===== config.mk =====
export PLATFORM = sky130hd
export DESIGN_NAME = rfi_power
export DESIGN_NICKNAME = d
export VERILOG_FILES = /design/src/logic/rfi_pkg.sv /design/src/logic/pow_if.sv /design/src/logic/complex_power.sv /design/src/logic/spectrum_counter.sv /design/src/logic/acc_control.sv /design/src/logic/vector_accumulator.sv /design/src/logic/power_product.sv /design/src/logic/rfi_power.sv
export SDC_FILE = /design/constraint.sdc
export NUM_CORES = 1
export LEC_CHECK = 0
export BUFFER_PORTS_ARGS = -buffer_cell sky130_fd_sc_hd__buf_2
export CELL_PAD_IN_SITES_DETAIL_PLACEMENT = 1
export CELL_PAD_IN_SITES_GLOBAL_PLACEMENT = 1
export CORE_ASPECT_RATIO = 2
export CORE_MARGIN = 2
export CORE_UTILIZATION = 48
export DETAILED_ROUTE_END_ITERATION = 16
export GPL_ROUTABILITY_DRIVEN = 0
export PLACE_DENSITY = 0.86
export SLEW_MARGIN = 20
export SYNTH_ARGS = -nofsm -noshare
export SYNTH_HDL_FRONTEND = slang
export SYNTH_SLANG_ARGS = --single-unit

===== constraint.sdc =====
create_clock -name clk -period 5.1 [get_ports clk]
set_input_delay 0 -clock clk [delete_from_list [all_inputs] [get_ports clk]]
set_output_delay 0 -clock clk [all_outputs]
set_load 0.005 [all_outputs]

===== src/logic/rfi_pkg.sv =====
package rfi_pkg;

    // Input sample and channel layout.
    localparam int DIN_WIDTH = 8;
    localparam int CHANNEL_ADDR = 3;

    // Datapath widths.
    localparam int POW_WIDTH = 17;
    localparam int ACC_WIDTH = 24;
    localparam int POST_ACC_SHIFT = 8;
    localparam int CAST_WIDTH = 12;
    localparam int DOUT_SHIFT = 8;
    localparam int DOUT_WIDTH = 16;
    localparam int ACC_LEN_WIDTH = 8;

    localparam int POWER_LATENCY = 2; // Cycles through complex_power.

    typedef logic signed [DIN_WIDTH-1:0] sample_t;
    typedef logic [POW_WIDTH-1:0] power_t;
    typedef logic [ACC_WIDTH-1:0] acc_t;
    typedef logic [CAST_WIDTH-1:0] cast_t;
    typedef logic [DOUT_WIDTH-1:0] dout_t;
    typedef logic [CHANNEL_ADDR-1:0] chan_t;
    typedef logic [ACC_LEN_WIDTH-1:0] acc_len_t;

    typedef enum logic [1:0] {
        WAIT_SYNC,
        FIRST_SPEC,
        ACCUM
    } ctrl_state_t;

endpackage


===== src/logic/pow_if.sv =====
`timescale 1ns/10ps

interface pow_if import rfi_pkg::*; ();
    power_t sig_pow;
    power_t ref_pow;
    logic valid;
    chan_t chan;     // Combinational, same beat as valid.
    logic new_acc;

    modport source (output sig_pow, ref_pow, valid);
    modport ctrl (input valid, output chan, new_acc);
    modport sink (input sig_pow, ref_pow, valid, chan, new_acc);
endinterface


===== src/logic/complex_power.sv =====
`timescale 1ns/10ps

module complex_power import rfi_pkg::*; (
    input  logic    clk,
    input  logic    rst,
    input  sample_t sig_re,
    input  sample_t sig_im,
    input  sample_t ref_re,
    input  sample_t ref_im,
    input  logic    din_valid,
    pow_if.source   pw
);

    sample_t sig_re_q, sig_im_q, ref_re_q, ref_im_q;
    logic valid_q;

    function automatic power_t mag_sq(sample_t re, sample_t im);
        logic signed [POW_WIDTH-1:0] re_ext;
        logic signed [POW_WIDTH-1:0] im_ext;
        re_ext = re;
        im_ext = im;
        mag_sq = power_t'(re_ext * re_ext + im_ext * im_ext); // At most 2^15.
    endfunction

    always_ff @(posedge clk) begin
        sig_re_q <= sig_re;
        sig_im_q <= sig_im;
        ref_re_q <= ref_re;
        ref_im_q <= ref_im;
        pw.sig_pow <= mag_sq(sig_re_q, sig_im_q);
        pw.ref_pow <= mag_sq(ref_re_q, ref_im_q);
        if (rst) begin
            valid_q <= 1'b0;
            pw.valid <= 1'b0;
        end else begin
            valid_q <= din_valid;
            pw.valid <= valid_q;
        end
    end

endmodule


===== src/logic/spectrum_counter.sv =====
`timescale 1ns/10ps

module spectrum_counter import rfi_pkg::*; (
    input  logic     clk,
    input  logic     rst,
    input  logic     clear,
    input  logic     count_en,
    input  acc_len_t len,
    output chan_t    chan,
    output logic     last_chan,
    output logic     last_spec
);

    chan_t    chan_cnt;
    acc_len_t spec_cnt;

    assign chan = chan_cnt;
    assign last_chan = (chan_cnt == chan_t'('1));
    // len is never zero here.
    assign last_spec = (spec_cnt == acc_len_t'(len - 1'b1));

    always_ff @(posedge clk) begin
        if (rst || clear) begin
            chan_cnt <= '0;
            spec_cnt <= '0;
        end else if (count_en) begin
            chan_cnt <= chan_cnt + 1'b1; // Wraps after the last channel.
            if (last_chan) begin
                if (last_spec) begin
                    spec_cnt <= '0;
                end else begin
                    spec_cnt <= spec_cnt + 1'b1;
                end
            end
        end
    end

endmodule


===== src/logic/acc_control.sv =====
`timescale 1ns/10ps

module acc_control import rfi_pkg::*; (
    input  logic     clk,
    input  logic     rst,
    input  logic     sync_in,
    input  logic     cnt_rst,
    input  acc_len_t acc_len,
    pow_if.ctrl      pw
);

    ctrl_state_t state;
    logic [POWER_LATENCY-1:0] sync_sr;
    logic sync_dly;
    acc_len_t len_q;
    acc_len_t len_next;
    logic count_en;
    logic clear;
    logic last_chan;
    logic last_spec;
    logic spec_done;

    // Sync follows the samples through the power stage.
    assign sync_dly = sync_sr[POWER_LATENCY-1];

    assign len_next = (acc_len == '0) ? acc_len_t'(1) : acc_len; // Zero means one.
    assign count_en = pw.valid && (state != WAIT_SYNC);
    assign clear = cnt_rst || (state == WAIT_SYNC);
    assign spec_done = count_en && last_chan;
    assign pw.new_acc = pw.valid && (state == FIRST_SPEC);

    always_ff @(posedge clk) begin
        if (rst) begin
            sync_sr <= '0;
            state <= WAIT_SYNC;
            len_q <= acc_len_t'(1);
        end else begin
            sync_sr <= {sync_sr[POWER_LATENCY-2:0], sync_in};
            if (cnt_rst) begin
                state <= WAIT_SYNC;
            end else begin
                case (state)
                    WAIT_SYNC: if (sync_dly) begin
                        state <= FIRST_SPEC;
                        len_q <= len_next;
                    end
                    FIRST_SPEC: if (spec_done) begin
                        state <= last_spec ? FIRST_SPEC : ACCUM;
                        if (last_spec) len_q <= len_next;
                    end
                    ACCUM: if (spec_done && last_spec) begin
                        state <= FIRST_SPEC;
                        len_q <= len_next;
                    end
                    default: state <= WAIT_SYNC;
                endcase
            end
        end
    end

    spectrum_counter i_spectrum_counter (
        .clk       (clk),
        .rst       (rst),
        .clear     (clear),
        .count_en  (count_en),
        .len       (len_q),
        .chan      (pw.chan),
        .last_chan (last_chan),
        .last_spec (last_spec)
    );

endmodule


===== src/logic/vector_accumulator.sv =====
`timescale 1ns/10ps

module vector_accumulator import rfi_pkg::*; (
    input  logic clk,
    input  logic rst,
    input  logic cnt_rst,
    pow_if.sink  pw,
    output acc_t sig_acc,
    output acc_t ref_acc,
    output logic acc_valid
);

    localparam int VECTOR_LEN = 2**CHANNEL_ADDR;

    acc_t sig_mem [VECTOR_LEN];
    acc_t ref_mem [VECTOR_LEN];
    logic primed;
    acc_t sig_ext;
    acc_t ref_ext;

    assign sig_ext = acc_t'(pw.sig_pow);
    assign ref_ext = acc_t'(pw.ref_pow);

    // Sum storage and dump path.
    always_ff @(posedge clk) begin
        if (pw.valid) begin
            if (pw.new_acc) begin
                sig_acc <= sig_mem[pw.chan]; // Previous integration.
                ref_acc <= ref_mem[pw.chan];
                sig_mem[pw.chan] <= sig_ext;
                ref_mem[pw.chan] <= ref_ext;
            end else begin
                sig_mem[pw.chan] <= sig_mem[pw.chan] + sig_ext;
                ref_mem[pw.chan] <= ref_mem[pw.chan] + ref_ext;
            end
        end
    end

    // Nothing is dumped until one full first spectrum has been loaded.
    always_ff @(posedge clk) begin
        if (rst || cnt_rst) begin
            primed <= 1'b0;
        end else if (pw.valid && pw.new_acc && (pw.chan == chan_t'('1))) begin
            primed <= 1'b1;
        end
    end

    always_ff @(posedge clk) begin
        if (rst) begin
            acc_valid <= 1'b0;
        end else begin
            acc_valid <= pw.valid && pw.new_acc && primed && !cnt_rst;
        end
    end

endmodule


===== src/logic/power_product.sv =====
`timescale 1ns/10ps

module power_product import rfi_pkg::*; (
    input  logic  clk,
    input  logic  rst,
    input  acc_t  sig_acc,
    input  acc_t  ref_acc,
    input  logic  acc_valid,
    output dout_t dout,
    output logic  dout_valid,
    output logic  warning
);

    localparam int SHIFTED_WIDTH = ACC_WIDTH - POST_ACC_SHIFT;

    logic [SHIFTED_WIDTH-1:0] sig_shift;
    logic [SHIFTED_WIDTH-1:0] ref_shift;
    logic sig_ovf;
    logic ref_ovf;

    cast_t sig_cast, ref_cast;
    logic cast_valid, cast_sat;
    logic [2*CAST_WIDTH-1:0] prod;
    logic prod_valid, prod_sat;

    assign sig_shift = sig_acc[ACC_WIDTH-1:POST_ACC_SHIFT];
    assign ref_shift = ref_acc[ACC_WIDTH-1:POST_ACC_SHIFT];
    // Any bit above the cast range means clamp.
    assign sig_ovf = |sig_shift[SHIFTED_WIDTH-1:CAST_WIDTH];
    assign ref_ovf = |ref_shift[SHIFTED_WIDTH-1:CAST_WIDTH];

    always_ff @(posedge clk) begin
        sig_cast <= sig_ovf ? cast_t'('1) : sig_shift[CAST_WIDTH-1:0];
        ref_cast <= ref_ovf ? cast_t'('1) : ref_shift[CAST_WIDTH-1:0];
        cast_sat <= sig_ovf || ref_ovf;
        prod <= sig_cast * ref_cast;
        prod_sat <= cast_sat;
        dout <= prod[DOUT_SHIFT +: DOUT_WIDTH]; // Exact fit, no overflow.
    end

    always_ff @(posedge clk) begin
        if (rst) begin
            cast_valid <= 1'b0;
            prod_valid <= 1'b0;
            dout_valid <= 1'b0;
            warning <= 1'b0;
        end else begin
            cast_valid <= acc_valid;
            prod_valid <= cast_valid;
            dout_valid <= prod_valid;
            warning <= prod_valid && prod_sat;
        end
    end

endmodule


===== src/logic/rfi_power.sv =====
`timescale 1ns/10ps

module rfi_power import rfi_pkg::*; (
    input  logic     clk,
    input  logic     rst,
    input  sample_t  sig_re,
    input  sample_t  sig_im,
    input  sample_t  ref_re,
    input  sample_t  ref_im,
    input  logic     din_valid,
    input  logic     sync_in,
    input  acc_len_t acc_len,
    input  logic     cnt_rst,
    output dout_t    dout,
    output logic     dout_valid,
    output logic     warning
);

    acc_t sig_acc;
    acc_t ref_acc;
    logic acc_valid;
    logic product_rst;

    // Products in flight belong to the discarded integration.
    assign product_rst = rst || cnt_rst;

    pow_if pow_bus ();

    complex_power i_complex_power (
        .clk       (clk),
        .rst       (rst),
        .sig_re    (sig_re),
        .sig_im    (sig_im),
        .ref_re    (ref_re),
        .ref_im    (ref_im),
        .din_valid (din_valid),
        .pw        (pow_bus.source)
    );

    acc_control i_acc_control (
        .clk     (clk),
        .rst     (rst),
        .sync_in (sync_in),
        .cnt_rst (cnt_rst),
        .acc_len (acc_len),
        .pw      (pow_bus.ctrl)
    );

    vector_accumulator i_vector_accumulator (
        .clk       (clk),
        .rst       (rst),
        .cnt_rst   (cnt_rst),
        .pw        (pow_bus.sink),
        .sig_acc   (sig_acc),
        .ref_acc   (ref_acc),
        .acc_valid (acc_valid)
    );

    power_product i_power_product (
        .clk        (clk),
        .rst        (product_rst),
        .sig_acc    (sig_acc),
        .ref_acc    (ref_acc),
        .acc_valid  (acc_valid),
        .dout       (dout),
        .dout_valid (dout_valid),
        .warning    (warning)
    );

endmodule


==> qor.csv, run 1 <==
stage;metric;value;unit
clocking;Clock Path Buffers;3;
place;DP HPWL;66000;um
run_status;failing checks;setup timing;
layout;Total Nets Final;3722;
worst_setup_path;R2R cell count;22;
yosys;commonest register cell after synthesis;edfxtp_1;
sta;Rel. slew slack;0.287;
sta;clk_skew;0.0270;ns
floorplanning;die area;76000;um2
detailed_routing;DRC violations left;0;
floorplanning;Die Y;388;um
clocking;H-tree Lvls;2;
layout;Non-Filler Instances;4136;
sta;Final Hold Vio Count;0;
sta;Max Freq;188;MHz
run_status;outcome;complete, but fails checks;
floorplanning;core area;72900;um2
detailed_routing;Routed WL;101000;um
sta;Worst-Margin Slew;1.07;ns
worst_setup_path;Reg2Reg Launch Point;i_complex_power.ref_re_q[1]$_DFF_P_;
yosys;Mapped Cells;2844;
worst_hold_path;min-delay src;ref_im[0];
layout;ant diodes;0;
worst_setup_path;Worst setup EP type;flop;
worst_setup_path;CP Cell Sequence;buf_6 -> and2_1 -> ha_1 -> inv_1 -> fa_1 -> inv_1 -> fa_1 -> inv_1 -> fa_1 -> inv_1 -> ha_4 -> nor2b_4 -> nor2_2 -> nor2_1 -> nor2_1 -> xnor2_1 -> ha_2 -> o2111ai_2 -> nand3_2 -> o41ai_2 -> buf_4 -> o221a_2;
clocking;total CTS buffers;53;
global_routing;antenna violations before repair;0;
layout;# fillers;7274;
floorplanning;Die X;196;um
worst_setup_path;Crit Path Max Fanout;9;
worst_setup_path;Worst setup SP type;flop;
clocking;Clock transition at path regs;0.07;ns
power;Static Leak;17.5;nW
yosys;number of synthesized flops with an enable pin;416;
worst_setup_path;critical setup path kind;flop to flop;
power;VDD IR-drop max;1040;uV
worst_hold_path;Worst Hold End;i_complex_power.ref_im_q[0]$_DFF_P_;
sta;Tmin final;5.33;ns
global_routing;total global routing overflow;0;
place;placed cell count;3903;
worst_setup_path;Crit path top cell by count;inv_1;
yosys;Post-Syn Area per Cell;12.4;um2
detailed_routing;Routed WL per cell;24.3;um
yosys;ys async rst share;0;
layout;area delta synth->final;18.8;%
detailed_routing;DR vias/cell;5.73;
worst_setup_path;Top delay family on crit path;adder cells;
floorplanning;Initial Util;0.485;
job;# Max-Cap Violations;0;
worst_setup_path;WP data required;5.68;ns
worst_setup_path;Reg2Reg Capture Point;i_complex_power.pw.ref_pow[16]$_DFF_P_;
clocking;clock root buffer master;clkbuf_16;
place;port bufs;62;
clocking;CTS sink cnt;574;
clocking;Clk Latency, worst-skew pair;0.64;ns
worst_hold_path;Hold Path Stages;2;
sta;Final TNS setup;-1.05;ns
detailed_routing;Routed Antenna Nets;0;
detailed_routing;DR vias;23700;
worst_setup_path;Slowest-stage cell, CP;fa_1;
worst_setup_path;worst reg2reg setup slack;-0.23;ns
yosys;part of the Yosys area used for sequential elements;0.443;
place;Post-DP Area;37800;um2
detailed_routing;First-pass DRT Iterations;8;
global_routing;gr usage total;0.260;
yosys;Netlist Area Pre-Place;35400;um2
worst_setup_path;Worst EP arrival;5.90;ns
floorplanning;Placement Rows;140;
yosys;synth warn;0;
layout;fin util;0.577;
worst_setup_path;CP peak stage delay;0.56;ns
sta;hold_ws;0.0213;ns
detailed_routing;drt initial violations;1201;
yosys;syn nets;3398;
floorplanning;I/O pins;63;
layout;commonest non-fill, non-tap cells in the layout;edfxtp_1 (416), inv_1 (404), fa_1 (257);
layout;Final Cell Area;42000;um2
clocking;CTS tree;done;
global_routing;vias in the first global route;27900;
layout;most common cell after layout, fill and taps aside;edfxtp_1;
worst_setup_path;crit path buf inv count;6;
sta;# setup viols final;8;
yosys;Yosys cell types;68;
power;Power Density;601;nW/um2
global_routing;first-pass GRT wire length;152000;um
sta;worst setup margin;-0.228;ns
sta;post-route clock period utilization;1.04;
sta;RSZ-0062 raised after global routing;true;
yosys;synthesized flop and latch total;574;
sta;Slew Limit Fails;0;
layout;share of layout cells above drive strength 1;0.243;
worst_hold_path;Tightest Hold Check Type;input port to flop;
global_routing;largest net degree at the start of global routing;50;
cells in the mapped netlist (all sizes together), types with 53 or more instances:
master / number / area (um2)
clkbuf: 79 / 297
inv: 429 / 1610
o21ai: 62 / 310
mux4: 96 / 2160
edfxtp: 416 / 12500
xnor2: 138 / 1210
nand2b: 53 / 332
fa: 271 / 5430
nand2: 195 / 732
ha: 238 / 2980
dfxtp: 158 / 3160
nor2: 118 / 445
and2: 119 / 744
a21oi: 79 / 399
cell type report:
cell class,count,area (um2),area share
clock inverters,26,262,0.00622
well taps,923,1150,0.0275
multi-input cells,1749,18900,0.450
repair buffers,361,2850,0.0679
inverters,429,1610,0.0384
clock buffers,74,1480,0.0352
flip-flops and latches,574,15800,0.375
worst max-delay path by stage:
stage	slack, ns	from	depth (start not counted)	endpoint
finish	-0.23	i_complex_power.ref_re_q[1]$_DFF_P_	22	i_complex_power.pw.ref_pow[16]$_DFF_P_
CTS	-0.14	i_complex_power.sig_re_q[7]$_DFF_P_	24	i_complex_power.pw.sig_pow[16]$_DFF_P_
global route	-0.45	i_complex_power.ref_re_q[0]$_DFF_P_	22	i_complex_power.pw.ref_pow[15]$_DFF_P_
floorplan	0.001	i_complex_power.sig_re_q[6]$_DFF_P_	22	i_complex_power.pw.sig_pow[16]$_DFF_P_
global placement	-0.23	i_power_product.ref_cast[3]$_SDFF_PP1_	20	i_power_product.prod[23]$_DFF_P_
detailed placement	-0.36	i_power_product.ref_cast[3]$_SDFF_PP1_	20	i_power_product.prod[23]$_DFF_P_
stage by stage:
stage | setup slack (ns) | power, mW
final | -0.228 | 25.3
after global routing | -0.450 | 26.5
after CTS | -0.144 | 23.0
after detailed placement | -0.357 | 17.4
after global placement | -0.227 | 16.3
after floorplan | 0.00121 | 13.9
sequential cells by signal (all words and copies together), names as in the netlist, 2 cells and up, named ones only:
name / flops
i_complex_power.ref_im_q: 8
i_complex_power.ref_re_q: 8
i_vector_accumulator.ref_acc: 16
i_acc_control.state: 2
i_acc_control.i_spectrum_counter.chan: 3
i_power_product.prod: 16
i_power_product.dout: 16
i_complex_power.sig_re_q: 8
i_complex_power.sig_im_q: 8
i_acc_control.len_q: 8
i_acc_control.i_spectrum_counter.spec_cnt: 8
i_acc_control.sync_sr: 2
i_complex_power.pw.ref_pow: 17
i_power_product.sig_cast: 12
i_vector_accumulator.sig_acc: 16
i_vector_accumulator.ref_mem: 192
i_vector_accumulator.sig_mem: 192
i_power_product.ref_cast: 12
i_complex_power.pw.sig_pow: 17
report_power, final:
part | switching (mW) | internal [mW]
sequential | 0.160 | 5.62
clock | 1.87 | 2.25
combinational | 8.30 | 7.05
timing repair:
action,CTS,global route
gates cloned,0,1
setup endpoints to repair,64,172
resized for setup,146,145
endpoints found under the hold margin,52,0
setup buffers,22,30
pin swaps,77,94
hold buffers,83,0
worst reg2reg max path, stage by stage (launching register included):
cell and delay, ns:
dfxtp_2 0.34, buf_6 0.14, and2_1 0.17, ha_1 0.40
inv_1 0.15, fa_1 0.56, inv_1 0.08, fa_1 0.56
inv_1 0.05, fa_1 0.51, inv_1 0.09, ha_4 0.31
nor2b_4 0.17, nor2_2 0.05, nor2_1 0.14, nor2_1 0.08
xnor2_1 0.18, ha_2 0.35, o2111ai_2 0.13, nand3_2 0.12
o41ai_2 0.29, buf_4 0.18, o221a_2 0.22
metal layers:
| metal | global-route usage | part of all wire | vias up |
|---|---|---|---|
| met4 | 0.165 | 0.066 | 0 |
| li1 | - | - | 10300 |
| met3 | 0.0305 | 0.041 | 420 |
| met2 | 0.516 | 0.58 | 864 |
| met5 | 0 | 0 | - |
| met1 | 0.247 | 0.32 | 12200 |
cell families (layout without fill, tap and decap cells):
| family | Yosys count | in the layout | share of synthesized area |
|---|---|---|---|
| AND/OR/NAND/NOR | 620 | 620 | 0.0869 |
| flip-flops | 574 | 574 | 0.443 |
| buffers and inverters | 521 | 890 | 0.0558 |
| adder cells (fa/ha/maj) | 509 | 509 | 0.238 |
| AO/OA/AOI/OAI | 283 | 283 | 0.0519 |
| XOR/XNOR | 178 | 178 | 0.0441 |
| multiplexers | 159 | 159 | 0.0807 |
(Power assumes the default switching activity.)
==> run 2: changes to the inputs <==
--- a/config.mk
+++ b/config.mk
@@ -9,11 +9,12 @@
 export CELL_PAD_IN_SITES_DETAIL_PLACEMENT = 1
 export CELL_PAD_IN_SITES_GLOBAL_PLACEMENT = 1
 export CORE_ASPECT_RATIO = 2
-export CORE_MARGIN = 2
+export CORE_MARGIN = 5
 export CORE_UTILIZATION = 48
 export DETAILED_ROUTE_END_ITERATION = 16
 export GPL_ROUTABILITY_DRIVEN = 0
-export PLACE_DENSITY = 0.86
+export HOLD_SLACK_MARGIN = 0.12
+export PLACE_DENSITY_LB_ADDON = 0.12
 export SLEW_MARGIN = 20
 export SYNTH_ARGS = -nofsm -noshare
 export SYNTH_HDL_FRONTEND = slang
==> qor.csv, run 2 (synthesis gave the netlist of run 1 again) <==
stage;metric;value;unit;change
detailed_routing;DR vias/cell;5.37;;-6.3%
detailed_routing;DRC violations left;0;;unchanged
global_routing;routing usage on met1;0.220;;-0.0264
global_routing;gr busiest metal;met2;;
sta;Tmin final;5.15;ns;-0.180 ns
place;port bufs;62;;unchanged
layout;ant diodes;0;;unchanged
clocking;clock root buffer master;clkbuf_16;;
worst_setup_path;Top delay family on crit path;adder cells;;
worst_setup_path;Worst EP arrival;5.70;ns;-0.20 ns
worst_setup_path;WP data required;5.66;ns;-0.02 ns
floorplanning;Die X;202;um;+3.1%
clocking;H-tree Lvls;2;;unchanged
place;Post-Place Setup Slack;-0.261;ns;+0.0962 ns
detailed_routing;Routed Antenna Nets;0;;unchanged
floorplanning;die area;79500;um2;+4.7%
sta;Max Freq;194;MHz;+3.5%
worst_setup_path;Crit path top cell by count;a21oi_2;;
sta;Rel. slew slack;0.270;;-0.0165
worst_setup_path;Worst setup EP type;flop;;
clocking;total CTS buffers;51;;-3.8%
layout;Total Nets Final;3751;;+0.78%
power;VDD IR-drop max;1200;uV;+15%
floorplanning;Placement Rows;140;;unchanged
global_routing;antenna violations before repair;0;;unchanged
floorplanning;Die Y;394;um;+1.5%
sta;RSZ-0062 raised after global routing;true;;
worst_setup_path;CP peak stage delay;0.54;ns;-0.02 ns
global_routing;total global routing overflow;0;;unchanged
layout;largest registers;i_vector_accumulator.ref_mem (192), i_vector_accumulator.sig_mem (192);;
layout;Multi-input gate area;18700;um2;-0.81%
worst_setup_path;critical setup path kind;flop to flop;;
global_routing;largest net degree at the start of global routing;49;;-2.0%
clocking;CTS tree;done;;
global_routing;first-pass GRT wire length;138000;um;-9.3%
global_routing;vias in the first global route;26100;;-6.4%
sta;# setup viols final;2;;-6
global_routing;gr usage total;0.218;;-0.0421
power;Power Density;558;nW/um2;-7.1%
detailed_routing;Routed WL per cell;20.6;um;-15%
clocking;CTS sink cnt;574;;unchanged
run_status;outcome;complete, but fails checks;;
detailed_routing;DR vias;22400;;-5.7%
layout;most common cell after layout, fill and taps aside;edfxtp_1;;
floorplanning;I/O pins;63;;unchanged
worst_setup_path;CP Cell Sequence;buf_4 -> and2_1 -> ha_1 -> a21oi_2 -> fa_1 -> inv_1 -> ha_4 -> fa_1 -> fa_2 -> a21o_1 -> a21oi_4 -> o21bai_1 -> a21oi_2 -> o21bai_1 -> a21oi_2 -> xnor2_1 -> ha_2 -> or3_1 -> a211o_1 -> a31o_2 -> a21oi_2 -> xnor2_1;;
layout;area delta synth->final;19.1;%;
detailed_routing;Routed WL;85700;um;-15%
sta;Final Hold Vio Count;0;;unchanged
sta;clk_skew;0.0289;ns;+0.00181 ns
sta;worst setup margin;-0.0481;ns;+0.180 ns
layout;# fillers;7348;;+1.0%
worst_setup_path;Worst setup SP type;flop;;
clocking;Clock transition at path regs;0.07;ns;about the same
job;# Max-Cap Violations;0;;unchanged
run_status;failing checks;setup timing;;
clocking;Clock Path Buffers;3;;unchanged
floorplanning;Initial Util;0.484;;-0.00116
worst_hold_path;Tightest Hold Check Type;input port to flop;;
worst_setup_path;Crit Path Max Fanout;6;;-3
layout;Final Cell Area;42100;um2;+0.24%
worst_setup_path;crit path buf inv count;2;;-4
layout;share of layout cells above drive strength 1;0.235;;-0.00820
sta;Slew Limit Fails;0;;unchanged
global_routing;M3 GR Usage;0.0223;;-0.00822
layout;Seq. cell area;15700;um2;about the same
power;total power;23.5;mW;-6.9%
global_routing;met2 Use GR;0.441;;-0.0749
detailed_routing;drt initial violations;798;;-34%
sta;hold_ws;0.299;ns;+0.278 ns
power;Static Leak;17.5;nW;about the same
detailed_routing;First-pass DRT Iterations;4;;-4
floorplanning;core area;73000;um2;+0.24%
sta;post-route clock period utilization;1.01;;-0.0353
place;Post-DP Area;38100;um2;+0.73%
place;DP HPWL;63200;um;-4.3%
clocking;Clk Latency, worst-skew pair;0.63;ns;about the same
worst_setup_path;Slowest-stage cell, CP;fa_1;;
sta;Worst-Margin Slew;1.09;ns;+0.0286 ns
layout;commonest non-fill, non-tap cells in the layout;edfxtp_1 (416), inv_1 (409), fa_1 (264);;
## run 2: final timing paths
kind / startpoint / slack, ns / end / depth (start not counted)
worst max-delay path: i_complex_power.ref_im_q[0]$_DFF_P_ / -0.05 / i_complex_power.pw.ref_pow[15]$_DFF_P_ / 22
worst min-delay path: rst / 0.30 / i_acc_control.sync_sr[1]$_SDFF_PP0_ / 3
worst max register to register: i_complex_power.ref_im_q[0]$_DFF_P_ / -0.05 / i_complex_power.pw.ref_pow[15]$_DFF_P_ / 22
worst min register to register: i_power_product.prod[19]$_DFF_P_ / 0.33 / i_power_product.dout[11]$_DFF_P_ / 0
## run 2: metal layers
metal	vias up	part of all wire	wire length [um]
met1	11500	0.34	29000
met2	334	0.59	50500
met4	0	0.049	4210
met5	-	0	0
li1	10300	-	-
met3	221	0.023	1970
## run 2: worst reg2reg max path, cell delays in order (launching register included)
cell and delay, ns:
dfxtp_2 0.33, buf_4 0.15, and2_1 0.16, ha_1 0.30, a21oi_2 0.14, fa_1 0.42, inv_1 0.10, ha_4 0.20
fa_1 0.54, fa_2 0.39, a21o_1 0.19, a21oi_4 0.14, o21bai_1 0.11, a21oi_2 0.18, o21bai_1 0.11, a21oi_2 0.18
xnor2_1 0.11, ha_2 0.20, or3_1 0.32, a211o_1 0.32, a31o_2 0.23, a21oi_2 0.13, xnor2_1 0.12
## run 2: what timing repair did
| item | in CTS | in global routing |
|---|---|---|
| pin swaps | 25 | 82 |
| gates resized for setup | 65 | 174 |
| hold buffers | 95 | 0 |
| endpoints found under the hold margin | 57 | 0 |
| buffers inserted | 11 | 26 |
| setup endpoints to repair | 15 | 90 |
## run 2: metrics by stage
stage	setup TNS, ns	utilization	instances
final	-0.0854	0.577	4163
after global routing	-1.71	0.577	4163
after CTS	-0.0574	0.563	4137
after detailed placement	-2.03	0.522	3935
after global placement	-0.133	0.522	3935
after floorplan	0	-	2844
## run 2: cell type report
type                       count  area share
clock inverter                23     0.00624
clock buffer                  73      0.0342
inverter                     429      0.0382
tap                          923      0.0274
sequential                   574       0.374
multi-input combinational   1749       0.445
timing repair buffer         392      0.0750
## run 2: power breakdown
| group | internal (mW) | switching [mW] |
|---|---|---|
| Sequential | 5.63 | 0.131 |
| Clock | 2.20 | 1.77 |
| Combinational | 6.77 | 7.01 |
